$ cat config.mk
export PLATFORM = sky130hd
export DESIGN_NAME = tone_map_flat
export DESIGN_NICKNAME = d
export VERILOG_FILES = /design/src/hw/shade_pkg.sv /design/src/hw/shade_if.sv /design/src/hw/tone_map.sv /design/src/flat_wrapper.sv
export VERILOG_INCLUDE_DIRS = /design/src /design/src/hw
export SDC_FILE = /design/constraint.sdc
export NUM_CORES = 1
export LEC_CHECK = 0
export ABC_AREA = 1
export BUFFER_PORTS_ARGS = -buffer_cell sky130_fd_sc_hd__buf_2
export CAP_MARGIN = 20
export CORE_MARGIN = 2
export CORE_UTILIZATION = 45
export CTS_BUF_LIST = sky130_fd_sc_hd__clkbuf_8
export DETAILED_ROUTE_END_ITERATION = 6
export HOLD_SLACK_MARGIN = 0.03
export PLACE_DENSITY = 0.77
export RECOVER_POWER = 100
export SLEW_MARGIN = 20
export SYNTH_ARGS = -nofsm -noshare
export SYNTH_HDL_FRONTEND = slang
export SYNTH_SLANG_ARGS = --single-unit
$ cat constraint.sdc
create_clock -name clk_in -period 1.5 [get_ports clk_in]
set_input_delay 0.15 -clock clk_in [delete_from_list [all_inputs] [get_ports clk_in]]
set_output_delay 0.15 -clock clk_in [all_outputs]
set_load 0.005 [all_outputs]
$ cat src/hw/shade_cfg.svh
`ifndef SHADE_CFG_SVH
`define SHADE_CFG_SVH

// signed vertex coordinate width
`define SHADE_COORD_W 10

// greyscale output width
`define SHADE_COLOR_W 8

// number of table steps and the scale applied to cos^2
`define SHADE_LUT_STEPS 16

// normal facing away from the viewer
`define SHADE_BACKFACE_COLOR 255

// collinear vertices give no usable normal
`define SHADE_DEGENERATE_COLOR 0

`endif

$ cat src/hw/shade_pkg.sv
`include "shade_cfg.svh"

package shade_pkg;

    localparam int COORD_W = `SHADE_COORD_W;
    // difference of two coordinates needs one more bit
    localparam int EDGE_W  = COORD_W + 1;
    // product of two edges plus the sign of a difference
    localparam int CROSS_W = 2 * EDGE_W + 1;
    // sum of three squares with headroom for the x16 scale
    localparam int MAG_W   = 2 * CROSS_W + 2;
    localparam int INDEX_W = $clog2(`SHADE_LUT_STEPS);
    localparam int COLOR_W = `SHADE_COLOR_W;

    typedef logic signed [COORD_W-1:0] coord_t;

    typedef struct packed {
        coord_t x;
        coord_t y;
        coord_t z;
    } vertex_t;

    typedef logic signed [EDGE_W-1:0] edge_t;

    typedef logic signed [CROSS_W-1:0] cross_t;

    // face normal whose nz sign tells front from back
    typedef struct packed {
        cross_t nx;
        cross_t ny;
        cross_t nz;
    } normal_t;

    typedef logic [MAG_W-1:0] mag_t;

    typedef logic [INDEX_W-1:0] lut_index_t;

    typedef logic [COLOR_W-1:0] color_t;

endpackage

$ cat src/hw/shade_if.sv


// table index plus override flags from the divider to the tone map
interface shade_if;

    shade_pkg::lut_index_t index;
    logic                  backface;
    logic                  zero_normal;
    logic                  valid;
    logic                  ready;

    modport source (
        output index,
        output backface,
        output zero_normal,
        output valid,
        input  ready
    );

    modport sink (
        input  index,
        input  backface,
        input  zero_normal,
        input  valid,
        output ready
    );

endinterface

$ cat src/hw/tone_map.sv
`timescale 1ns/1ps
`include "shade_cfg.svh"

module tone_map (
    input  logic              clk_in,
    input  logic              rst_in,
    shade_if.sink             in,
    output shade_pkg::color_t color,
    output logic              color_req,
    input  logic              color_ack
);

    // set for the one cycle between accept and color_req
    logic              pend;
    shade_pkg::color_t shade;

    // light falls off faster near grazing angles
    function automatic shade_pkg::color_t grey_level(input shade_pkg::lut_index_t idx);
        case (idx)
            4'd0:    grey_level = 8'd0;
            4'd1:    grey_level = 8'd20;
            4'd2:    grey_level = 8'd40;
            4'd3:    grey_level = 8'd60;
            4'd4:    grey_level = 8'd78;
            4'd5:    grey_level = 8'd96;
            4'd6:    grey_level = 8'd114;
            4'd7:    grey_level = 8'd130;
            4'd8:    grey_level = 8'd146;
            4'd9:    grey_level = 8'd162;
            4'd10:   grey_level = 8'd178;
            4'd11:   grey_level = 8'd194;
            4'd12:   grey_level = 8'd210;
            4'd13:   grey_level = 8'd226;
            4'd14:   grey_level = 8'd242;
            // top step saturates at full scale
            default: grey_level = 8'd255;
        endcase
    endfunction

    // degenerate wins over back face
    always_comb begin
        if (in.zero_normal) begin
            shade = shade_pkg::color_t'(`SHADE_DEGENERATE_COLOR);
        end else if (in.backface) begin
            shade = shade_pkg::color_t'(`SHADE_BACKFACE_COLOR);
        end else begin
            shade = grey_level(in.index);
        end
    end

    // take a new result only once the receiver has dropped its ack
    assign in.ready = !pend && !color_req && !color_ack;

    always_ff @(posedge clk_in) begin
        if (rst_in) begin
            pend      <= 1'b0;
            color_req <= 1'b0;
        end else if (in.valid && in.ready) begin
            pend <= 1'b1;
        end else if (pend) begin
            pend      <= 1'b0;
            color_req <= 1'b1;
        end else if (color_req && color_ack) begin
            color_req <= 1'b0;
        end
    end

    // color only changes on accept and stays stable while req is high
    always_ff @(posedge clk_in) begin
        if (in.valid && in.ready) begin
            color <= shade;
        end
    end

endmodule

$ cat src/flat_wrapper.sv
// flat-port wrapper written by rule: the top's interface ports become plain ports
module tone_map_flat 
  (clk_in, rst_in, color, color_req, color_ack, in_index, in_backface, in_zero_normal, in_valid, in_ready);
  shade_if in_i ();
  input  logic clk_in;
  input  logic rst_in;
  output shade_pkg::color_t color;
  output logic color_req;
  input  logic color_ack;
  input wire logic [$bits(in_i.index)-1:0] in_index;
  input wire logic [$bits(in_i.backface)-1:0] in_backface;
  input wire logic [$bits(in_i.zero_normal)-1:0] in_zero_normal;
  input wire logic [$bits(in_i.valid)-1:0] in_valid;
  output wire logic [$bits(in_i.ready)-1:0] in_ready;
  assign in_i.index = in_index;
  assign in_i.backface = in_backface;
  assign in_i.zero_normal = in_zero_normal;
  assign in_i.valid = in_valid;
  assign in_ready = in_i.ready;
  tone_map u_core (.clk_in(clk_in), .rst_in(rst_in), .in(in_i), .color(color), .color_req(color_req), .color_ack(color_ack));
endmodule
# After elaboration in Yosys (flattened, before gate mapping)
# Memory sizes are Yosys's and may differ from the RTL's.
# Index checks and enable logic that the tools add are counted.
dict set report word_totals {
  regBits 10
  wordCells 18
  output_inout_bits 10
  mem_bits_ro 128
  mem_count 1
  inputBits 10
}
dict set report op_classes {
  n_mux 4
  reduce_logical 9
  n_bitwise 1
}
# memory words word_bits read_ports rd_clocked_by_memory_dff write_ports line_no
set memory_table {}
lappend memory_table {{(name not given)} 16 8 1 0 0 tone_map.sv:19} ;# case (idx)
# cell count
set ops {}
lappend ops {{2-to-1 mux 8 bit} 1}
lappend ops {{logical AND 1 bit} 4}
lappend ops {{zero test 1 bit} 3}
lappend ops {{2-to-1 mux 1 bit} 3}
lappend ops {{AND reduction 2 bit} 1}
lappend ops {{nonzero test 2 bit} 1}
lappend ops {{inverter 1 bit} 1}

# Logic depth before layout (Yosys ltp)
dict set report logic_depth {
  ltp_word 6
  depth_mapped 8
  mapped_depth_nobuf 8
}

# Worst setup path before layout
# Ideal clock, no wire load.
dict set report synth_path {
  path_kind {flip-flop to flip-flop}
  startpoint {register u_core.color_req}
  endpoint {register u_core.color[0], enable pin}
  t_required_ns 1.117
  path_stages_with_launch 3
  arrival_ns 1.176
  path_slack_ns -0.059
  setup_time_ns 0.383
  synth_period_minus_slack_ns 1.559
  n_path_buf 0
  cell_sequence {dfxtp_1 or2_1 nor3_1}
}
dict set report synth_between {
  elab_chain_len 4
}
# element line_no
set synth_rtl {}
lappend synth_rtl {{start, declared} tone_map.sv:9} ;# output logic color_req,
lappend synth_rtl {{start signal, assigned} tone_map.sv:57} ;# color_req <= 1'b0;
lappend synth_rtl {{start signal, assigned} tone_map.sv:62} ;# color_req <= 1'b1;
lappend synth_rtl {{start signal, assigned} tone_map.sv:64} ;# color_req <= 1'b0;
lappend synth_rtl {{zero test 1 bit} tone_map.sv:52} ;# assign in.ready = !pend && !color_req && !color_ack;
lappend synth_rtl {{logical AND 1 bit (2 in series)} tone_map.sv:52}
lappend synth_rtl {{logical AND 1 bit} tone_map.sv:70} ;# if (in.valid && in.ready) begin
lappend synth_rtl {{end signal, assigned} tone_map.sv:71} ;# color <= shade;
lappend synth_rtl {{end, declared} tone_map.sv:8} ;# output shade_pkg::color_t color,
# No other way between the ends.
# A chain may end at the register's enable or synchronous reset.

# Final worst setup path
dict set report layout_path {
  startpoint {register u_core.color_req}
  endpoint {register u_core.color[4], enable pin}
}
# Same word-level chain as after synthesis.

==> flow_summary.json <==
{
  "dr.pass1.iters": 4,
  "start_util_pct": 47.3,
  "ctsResizeCount": 0,
  "overflow": 0,
  "drv_slew": 0,
  "swShare_pct": 21.1,
  "ys_seq_area_share_pct": 46.7,
  "synth_top_area_share_pct": 40.0,
  "clock_sinks": 10,
  "synth_area_um2": 601,
  "wl_per_cell_um": 9.64,
  "synth_nets": 82,
  "worstMarginPinSlew_ps": 250,
  "leakagePower_nw": 0.355,
  "ys_async_sr_fraction_pct": 0,
  "holdCritPathClass": "input port to flop",
  "via_per_inst": 4.66,
  "finalInstanceArea_um2": 754,
  "synth_edf_count": 8,
  "ys_ff_latch": 10,
  "synth_most_common_cell": "nand2_1",
  "final_util_pct": 59.5,
  "place_ws_ps": 276,
  "period_needed_ps": 1260,
  "num-fill-cells": 118,
  "maxCapViolCount": 0,
  "final.setup_skew_ps": 1.41,
  "core_area_mm2": 0.00127,
  "relSlewSlack_pct": 83.1,
  "end_kind": "flop",
  "syn_area_per_cell_um2": 9.10,
  "critPathRequiredTime_ps": 1440,
  "setup_viol": 0,
  "drive_above_1_share_pct": 24.7,
  "fin_nets": 106,
  "post-route-drc-count": 0,
  "combPwrFrac_pct": 13.5,
  "htree_num_levels": 1,
  "yosys_warnings": 0,
  "syn_inst": 66,
  "synth_commonest_cells": "nand2_1 (13), inv_1 (9), edfxtp_1 (8)",
  "status": "complete, no violations",
  "ys_top_cells_by_area": "edfxtp_1 (40%), ha_1 (13%), nand2_1 (8.1%)",
  "internal_power_mw": 0.587,
  "arrival_ps": 1190,
  "setup_tns_ps": 0,
  "power.switching_mw": 0.157,
  "synth.lib_cells_used.distinct": 19,
  "seq_power_share_pct": 43.2,
  "io_buffers": 19,
  "period_share_pct": 83.8,
  "cts_tree": "done",
  "die_height_um": 40.5,
  "ant_nets": 0,
  "final-hold-violation-count": 0,
  "fmax_mhz": 796,
  "rsz0062_at_grt": "false",
  "cts_setup_buffers": 0,
  "pwr-share-clk_pct": 43.3,
  "place_area_um2": 716,
  "hpwl_um": 825,
  "antenna_found_initial": 0,
  "clk_pin_slew_ps": 50,
  "crit_path_start_kind": "flop",
  "first_iter_violations": 11,
  "power.density_mw_per_mm2": 985,
  "cts_buffer_depth": 2,
  "gr-usage-all-layers_pct": 14.3,
  "setup_slack_ps": 244,
  "cts_buffers": 3,
  "synth_ff_type": "edfxtp_1",
  "area_delta_synth_final_pct": 25.6,
  "grt_pass1_vias": 379,
  "fp.dieW_um": 40.5,
  "critPathKind": "flop to flop",
  "diodes": 0,
  "globalplace.congestion": 0.868,
  "root_buffer": "clkbuf_8",
  "row_count": 13,
  "drt-total-wl_um": 1000,
  "hold_buffers": 0,
  "grt_max_degree": 11,
  "clk_latency_ps": 230,
  "synth_top_area_cell": "edfxtp_1",
  "vias": 485,
  "ioPinCount": 20,
  "critPathMaxFanout": 8,
  "die_area_mm2": 0.00164,
  "grt_pass1_wl_um": 1560,
  "peakVddDrop_v": 0.000434
}
## worst max-delay path, cell delays in order, from the launching register on
cell	delay, ps
dfxtp_1	310
or2_0	280
nor3_1	170
buf_4	200
## power groups by stage
stage	Clock [mW]	Sequential, mW	Combinational (mW)
6_report	0.322	0.321	0.100
5_1_grt	0.340	0.322	0.117
4_1_cts	0.327	0.321	0.106
3_5_place_dp	0	0.326	0.106
3_3_place_gp	0	0.325	0.103
2_1_floorplan	0	0.328	0.0606
## worst paths after layout
kind | from | end | slack [ps] | cells after the start
setup / recovery | u_core.color_req | u_core.color[4] | 240 | 3
setup reg to reg | u_core.color_req | u_core.color[4] | 240 | 3
hold reg to reg | u_core.pend | u_core.color_req | 470 | 2
hold / removal | rst_in | u_core.color_req | 100 | 2
## cell type report
cell class | count | area (um2) | share of cell area (%)
sequential | 10 | 280 | 37.1
multi-input combinational | 44 | 265 | 35.2
timing repair buffer | 20 | 93.8 | 12.4
clock buffer | 4 | 55.1 | 7.30
inverter | 11 | 41.3 | 5.47
tap | 15 | 18.8 | 2.49
## stage by stage
stage	hold WS (ps)	power [mW]	instances
floorplan	221	0.388	66
global placement	341	0.428	100
detailed placement	338	0.432	100
CTS	102	0.754	104
global route	120	0.779	104
finish	104	0.743	104
## flip-flops by register name, indices dropped and copies added (netlist names)
register and flops:
u_core.pend 1, u_core.color 8, u_core.color_req 1
## metal layers
layer / share of wire [%] / vias to the layer above / global-route usage [%]
met1: 42 / 213 / 17.9
li1: - / 258 / -
met2: 51 / 14 / 23.0
met3: 6.5 / 0 / 2.22
met5: 0 / - / 0
met4: 0 / 0 / 8.33
## placed cells by master, fill, tap and decap left out, types with 2 or more instances in the layout
cell,synthesis,routed
dfxtp_1,2,2
nand3_1,2,2
nor2_1,6,6
inv_1,9,9
ha_1,6,6
clkbuf_8,0,4
o21ai_0,0,2
edfxtp_1,8,8
clkbuf_1,0,7
a21oi_1,5,5
buf_2,0,12
o21ai_1,4,2
nand2_1,13,14
## logic make-up after synthesis
| group | Yosys count | synth area share (%) |
|---|---|---|
| buffers and inverters | 12 | 8.75 |
| AND/OR/NAND/NOR | 29 | 24.6 |
| flip-flops | 10 | 46.7 |
| AO/OA/AOI/OAI | 9 | 7.50 |
| adder cells (fa/ha/maj) | 6 | 12.5 |
(Power assumes the default switching activity.)
