`src/hw/shade_cfg.svh`:
```
`ifndef SHADE_CFG_SVH
`define SHADE_CFG_SVH

// signed vertex coordinate width
`define SHADE_COORD_W 10

// greyscale output width
`define SHADE_COLOR_W 8

// number of table steps and the scale applied to cos^2
`define SHADE_LUT_STEPS 16

// normal facing away from the viewer
`define SHADE_BACKFACE_COLOR 255

// collinear vertices give no usable normal
`define SHADE_DEGENERATE_COLOR 0

`endif

```
`src/hw/shade_pkg.sv`:
```
`include "shade_cfg.svh"

package shade_pkg;

    localparam int COORD_W = `SHADE_COORD_W;
    // difference of two coordinates needs one more bit
    localparam int EDGE_W  = COORD_W + 1;
    // product of two edges plus the sign of a difference
    localparam int CROSS_W = 2 * EDGE_W + 1;
    // sum of three squares with headroom for the x16 scale
    localparam int MAG_W   = 2 * CROSS_W + 2;
    localparam int INDEX_W = $clog2(`SHADE_LUT_STEPS);
    localparam int COLOR_W = `SHADE_COLOR_W;

    typedef logic signed [COORD_W-1:0] coord_t;

    typedef struct packed {
        coord_t x;
        coord_t y;
        coord_t z;
    } vertex_t;

    typedef logic signed [EDGE_W-1:0] edge_t;

    typedef logic signed [CROSS_W-1:0] cross_t;

    // face normal whose nz sign tells front from back
    typedef struct packed {
        cross_t nx;
        cross_t ny;
        cross_t nz;
    } normal_t;

    typedef logic [MAG_W-1:0] mag_t;

    typedef logic [INDEX_W-1:0] lut_index_t;

    typedef logic [COLOR_W-1:0] color_t;

endpackage

```
`src/hw/shade_if.sv`:
```
`timescale 1ns/1ps

// face normal from the cross product stage to the divider
interface normal_if;

    shade_pkg::normal_t normal;
    logic               valid;
    logic               ready;

    modport source (output normal, output valid, input ready);
    modport sink (input normal, input valid, output ready);

endinterface


```
`src/hw/face_normal.sv`:
```
`timescale 1ns/1ps

module face_normal (
    input  logic               clk_in,
    input  logic               rst_in,
    input  logic               triangle_req,
    input  shade_pkg::vertex_t v0,
    input  shade_pkg::vertex_t v1,
    input  shade_pkg::vertex_t v2,
    output logic               triangle_ack,
    normal_if.source           out
);

    // edge vectors v1-v0 and v2-v0
    shade_pkg::edge_t e1x;
    shade_pkg::edge_t e1y;
    shade_pkg::edge_t e1z;
    shade_pkg::edge_t e2x;
    shade_pkg::edge_t e2y;
    shade_pkg::edge_t e2z;
    logic             edge_valid;

    logic               edge_advance;
    logic               edge_free;
    logic               take;
    shade_pkg::normal_t normal_next;

    // normal register is free when empty or when the divider takes it now
    assign edge_advance = edge_valid && (!out.valid || out.ready);
    assign edge_free    = !edge_valid || edge_advance;

    // ack low means the previous four-phase cycle is closed
    assign take = triangle_req && !triangle_ack && edge_free;

    // intake side of the four-phase handshake
    always_ff @(posedge clk_in) begin
        if (rst_in) begin
            triangle_ack <= 1'b0;
        end else if (take) begin
            triangle_ack <= 1'b1;
        end else if (!triangle_req) begin
            triangle_ack <= 1'b0;
        end
    end

    always_ff @(posedge clk_in) begin
        if (rst_in) begin
            edge_valid <= 1'b0;
        end else if (take) begin
            edge_valid <= 1'b1;
        end else if (edge_advance) begin
            edge_valid <= 1'b0;
        end
    end

    // vertices are only sampled here and the sender may change them after ack
    always_ff @(posedge clk_in) begin
        if (take) begin
            e1x <= shade_pkg::edge_t'(v1.x) - shade_pkg::edge_t'(v0.x);
            e1y <= shade_pkg::edge_t'(v1.y) - shade_pkg::edge_t'(v0.y);
            e1z <= shade_pkg::edge_t'(v1.z) - shade_pkg::edge_t'(v0.z);
            e2x <= shade_pkg::edge_t'(v2.x) - shade_pkg::edge_t'(v0.x);
            e2y <= shade_pkg::edge_t'(v2.y) - shade_pkg::edge_t'(v0.y);
            e2z <= shade_pkg::edge_t'(v2.z) - shade_pkg::edge_t'(v0.z);
        end
    end

    // cross product e1 x e2 with operands widened before the multiply
    always_comb begin
        normal_next.nx = shade_pkg::cross_t'(e1y) * shade_pkg::cross_t'(e2z)
                       - shade_pkg::cross_t'(e1z) * shade_pkg::cross_t'(e2y);
        normal_next.ny = shade_pkg::cross_t'(e1z) * shade_pkg::cross_t'(e2x)
                       - shade_pkg::cross_t'(e1x) * shade_pkg::cross_t'(e2z);
        normal_next.nz = shade_pkg::cross_t'(e1x) * shade_pkg::cross_t'(e2y)
                       - shade_pkg::cross_t'(e1y) * shade_pkg::cross_t'(e2x);
    end

    always_ff @(posedge clk_in) begin
        if (rst_in) begin
            out.valid <= 1'b0;
        end else if (edge_advance) begin
            out.valid <= 1'b1;
        end else if (out.ready) begin
            out.valid <= 1'b0;
        end
    end

    always_ff @(posedge clk_in) begin
        if (edge_advance) begin
            out.normal <= normal_next;
        end
    end

endmodule

```
`src/flat_wrapper.sv`:
```
// flat-port wrapper written by rule: the top's interface ports become plain ports
module face_normal_flat 
  (clk_in, rst_in, triangle_req, v0, v1, v2, triangle_ack, out_normal, out_valid, out_ready);
  normal_if out_i ();
  input  logic clk_in;
  input  logic rst_in;
  input  logic triangle_req;
  input  shade_pkg::vertex_t v0;
  input  shade_pkg::vertex_t v1;
  input  shade_pkg::vertex_t v2;
  output logic triangle_ack;
  output wire logic [$bits(out_i.normal)-1:0] out_normal;
  output wire logic [$bits(out_i.valid)-1:0] out_valid;
  input wire logic [$bits(out_i.ready)-1:0] out_ready;
  assign out_normal = out_i.normal;
  assign out_valid = out_i.valid;
  assign out_i.ready = out_ready;
  face_normal u_core (.clk_in(clk_in), .rst_in(rst_in), .triangle_req(triangle_req), .v0(v0), .v1(v1), .v2(v2), .triangle_ack(triangle_ack), .out(out_i));
endmodule
```
`config.mk`:
```
export PLATFORM = sky130hd
export DESIGN_NAME = face_normal_flat
export DESIGN_NICKNAME = d
export VERILOG_FILES = /design/src/hw/shade_pkg.sv /design/src/hw/shade_if.sv /design/src/hw/face_normal.sv /design/src/flat_wrapper.sv
export VERILOG_INCLUDE_DIRS = /design/src /design/src/hw
export SDC_FILE = /design/constraint.sdc
export NUM_CORES = 2
export LEC_CHECK = 0
export BUFFER_PORTS_ARGS = -buffer_cell sky130_fd_sc_hd__buf_2
export CORE_UTILIZATION = 40
export CTS_CLUSTER_DIAMETER = 120
export DETAILED_ROUTE_END_ITERATION = 7
export HOLD_SLACK_MARGIN = 0.12
export PLACE_DENSITY = 0.59
export SLEW_MARGIN = 20
export SYNTH_ARGS = -nofsm -noshare
export SYNTH_HDL_FRONTEND = slang
export SYNTH_SLANG_ARGS = --single-unit
export TNS_END_PERCENT = 1
```
`constraint.sdc`:
```
create_clock -name clk_in -period 8.2 [get_ports clk_in]
set_clock_uncertainty 0.1 [all_clocks]
set_input_delay 1.64 -clock clk_in [delete_from_list [all_inputs] [get_ports clk_in]]
set_output_delay 1.64 -clock clk_in [all_outputs]
set_load 0.01 [all_outputs]
```
# --- Word level (Yosys, flattened, before mapping) ---
# Index checks and enable logic that the tools add are counted.
op_classes:
  addsub: 9
  multipliers: 6
  div_mod_pow: 0
  order_cmp: 0
  n_eq_ne: 1
  n_shift: 0
  muxes: 6
  bitwise: 0
  n_reduce_logical: 10
ops:
  columns: ["op", "n"]
  rows:
  - ["$mul 11x11->22", 6]
  - ["$sub 23x23->23", 3]
  - ["$sub 10x10->11", 6]
  - ["$mux 1", 6]
  - ["$reduce_bool 2->1", 2]
  - ["$logic_and 1x1->1", 3]
  - ["$logic_not 1->1", 3]
  - ["$logic_or 1x1->1", 2]
  - ["$ne 2x1->1 const B", 1]
totals:
  ff_bits: 138
  latchBits: 0
  ram_bits: 0
  mem_bits_ro: 0
  out_inout_bits: 71
  mem_count: 0

# --- Depth between registers and ports, before layout ---
depth:
  word_depth: 6
  depth_mapped: 30
  ltp_nobuf: 29

# --- Worst setup path before layout ---
# No wires, ideal clock.
synth_timing:
  path_kind: "reg2reg"
  from: "reg u_core.e1z[7]"
  to: "reg, netlist name u_core.out.normal[67]"
  setup_time_ns: 0.258
  arrival_ns: 6.158
  required_ns: 7.842
  path_slack_ns: 1.684
  stages_incl_launch_ff: 25
  n_path_buf: 1
  period_less_slack_ns: 6.516
  path_cell_list: "edfxtp_1 > clkbuf_1 > nand2_1 > fa_1 > fa_1 > fa_1 > inv_1 > fa_1 > inv_1 > fa_1 > inv_1 > ha_1 > or3_1 > or2_2 > a31oi_1 > xor2_1 > ha_1 > o21a_1 > o2111ai_1 > o22ai_1 > nor3_1 > a21oi_1 > a211o_1 > a21oi_1 > xnor2_1"
synth_lines:
  columns: ["element", "line_no", "text"]
  rows:
  - ["start, declared", "face_normal.sv:17", "shade_pkg::edge_t e1z;"]
  - ["start signal, assigned", "face_normal.sv:61", "e1z <= shade_pkg::edge_t'(v1.z) - shade_pkg::edge_t'(v0.z);"]

==> impl_metrics.ini <==
[outcome]
outcome = completed

[flow_run]
max_cap_viol_count = 0

[synth]
ys_seq_elements = 138
synthArstFlopShare = 0
ys.warnings.count = 0
syn_nets = 5385
syn_inst = 4172
ys_types = 65
dominantRegCellSynth = edfxtp_1
avgSynthCellArea_um2 = 9.089
synth_seq_area_share = 0.1085
synth-edff-count = 135
syn_area_um2 = 37920

[setup_path]
cpMostUsedCell = fa_1
reg2reg_to = u_core.out.normal[44]$_DFFE_PP_
worstPathArrival_ns = 7.55
critPathTopFamily = adder cells
crit_type = reg -> reg
reg2regPathDepth = 25
crit_buf_inv = 3
rr_startpoint = u_core.e2z[2]$_DFFE_PP_
crit_path_top_delay_cell = edfxtp_1
worstSetupEndpointType = flop
reg2reg_slack_ns = 0.82
start_kind = flop
cp_max_fo = 22
startpoint = u_core.e2z[2]$_DFFE_PP_
cpPeakStageDelay_ns = 0.98
cp.required_ns = 8.37

[hold_path]
holdPathEnd = u_core.triangle_ack$_SDFFE_PP0P_
min-delay-path-class = reg -> reg
hold-path-cell-count = 2
hp-start = u_core.triangle_ack$_SDFFE_PP0P_

[clocking]
tritoncts = built
cts-root-buf = clkbuf_16
htree_num_levels = 4
cts-hold-fix-buffers = 0
clk_pin_slew_ns = 0.07
clock_latency_ns = 0.52
cts_buffers = 17
cts-resized-gates = 0
post_cts_buffers = 0
cts_sinks = 138
cts.path.max_buffers = 2

[grt]
grt_pass1_vias = 28200
gr-total-overflow = 0
antenna_found_initial = 1
grt_pass1_wl_um = 152000
grt_start_max_net_pins = 66
grt_use_total = 0.2076

[floorplan]
die_w_um = 309.9
start_util = 0.4051
die_h_um = 309.9
die_area_um2 = 96040
core_um2 = 93610
rows = 112
boundaryPins = 165

[placed_design]
dpl.hpwl_um = 79140
gp_congestion = 0.8889
port_buffers = 164
placed_cells = 5518

[cells_and_area]
fill_cells = 9317
areaGrowthSynthToFinish_pct = 7.770
num_antenna_cells = 0
layout.nets = 5496
drive_above_1_share = 0.06494
mostFrequentLayoutCells = inv_1 (1026), fa_1 (711), nand2_1 (419)
fin_cells = 5550
mostFrequentLayoutCell = inv_1

[routing]
vias_per_cell = 4.890
dr.pass1.iters = 5
maxUsedRoutingLayer = met5
ant_nets = 0
wl_per_cell_um = 16.84
vias = 27140
wl_um = 93450
dr.first_iter.drc_count = 1539
wl_met3_um = 6965
drc = 0
met1Wirelength_um = 41930
wl_met2_um = 42530

[sta]
max_slew_margin = 0.2831
hold_viol_final = 0
min_period_ns = 7.377
fmax_mhz = 135.6
finalSetupTns_ns = 0
worst_pin_slew_ns = 1.075
fin_crit_sh = 0.8996
rsz0062_at_grt = false
whs_ns = 0.4098
drv_slew = 0
setup_violations = 0
worst min-delay path, cell delays in order (launching register included):
cell and delay [ns]:
dfxtp_1 0.32, nor2_1 0.10, nor3b_1 0.05
kinds of logic (layout without fill, tap and decap cells):
| family | count (synthesis) | count (layout) | synth area share |
|---|---|---|---|
| muxes | 4 | 4 | 0.001155 |
| and+or+nand+nor | 1138 | 1138 | 0.1465 |
| adders and majority gates | 1119 | 1119 | 0.5100 |
| xor gates and xnor gates | 212 | 212 | 0.04896 |
| buffers and inverters | 1159 | 1283 | 0.1147 |
| AOI/OAI and AO/OA | 402 | 402 | 0.07025 |
| DFF | 138 | 138 | 0.1085 |
sequential cells by signal (all words and copies together), names as in the netlist:
| register | count |
|---|---|
| u_core.out.normal | 69 |
| u_core.e2y | 11 |
| u_core.out.valid | 1 |
| u_core.e1y | 11 |
| u_core.e1z | 11 |
| u_core.triangle_ack | 1 |
| u_core.e2x | 11 |
| u_core.e1x | 11 |
| u_core.e2z | 11 |
| u_core.edge_valid | 1 |
synth_stat cells (10+ instances only):
master	n	share of area
a21boi_0	27	0.0053
a21o_1	42	0.0083
a21oi_1	104	0.014
a31oi_1	21	0.0035
and2_1	330	0.054
and3_1	17	0.0028
clkbuf_1	129	0.013
edfxtp_1	135	0.11
fa_1	711	0.38
ha_1	408	0.13
inv_1	1026	0.10
nand2_1	419	0.041
nand2b_1	44	0.0073
nand3_1	32	0.0042
nor2_1	182	0.018
nor2b_1	36	0.0059
nor3_1	39	0.0051
o21a_1	25	0.0049
o21ai_0	89	0.012
o21bai_1	16	0.0032
or3_1	10	0.0016
xnor2_1	151	0.035
xor2_1	61	0.014
final cells by class:
type | instances | area [µm²] | area share
multi-input combinational | 2875 | 29480 | 0.7212
sequential | 138 | 4114 | 0.1007
inverter | 1029 | 3862 | 0.09451
tap | 1254 | 1569 | 0.03839
timing repair buffer | 222 | 1256 | 0.03074
clock buffer | 17 | 425.4 | 0.01041
clock inverter | 15 | 165.2 | 0.004041
worst max-delay path by stage:
stage	end	slack [ns]	cells after the start
after floorplan	u_core.out.normal[67]$_DFFE_PP_	1.68	24
after CTS	u_core.out.normal[44]$_DFFE_PP_	0.85	27
after global routing	u_core.out.normal[44]$_DFFE_PP_	0.38	25
after global placement	u_core.out.normal[44]$_DFFE_PP_	1.01	25
final	u_core.out.normal[44]$_DFFE_PP_	0.82	25
after detailed placement	u_core.out.normal[44]$_DFFE_PP_	0.87	27
metal layers:
layer	vias to the layer above	track usage
met5	-	0
met4	2	0.05625
met3	83	0.05190
met2	657	0.3292
met1	13540	0.2815
li1	12860	-
stage by stage:
| stage | instance area (µm²) | utilization | setup WS [ns] |
|---|---|---|---|
| finish | 40870 | 0.4366 | 0.8230 |
| global route | 40870 | 0.4366 | 0.3848 |
| CTS | 40870 | 0.4366 | 0.8531 |
| detailed placement | 40280 | 0.4303 | 0.8735 |
| global placement | 40280 | 0.4303 | 1.014 |
| floorplan | 37920 | - | 1.684 |
Power is not shown: default switching activity piles up to over one toggle a cycle in this logic, so the estimate is an artifact.
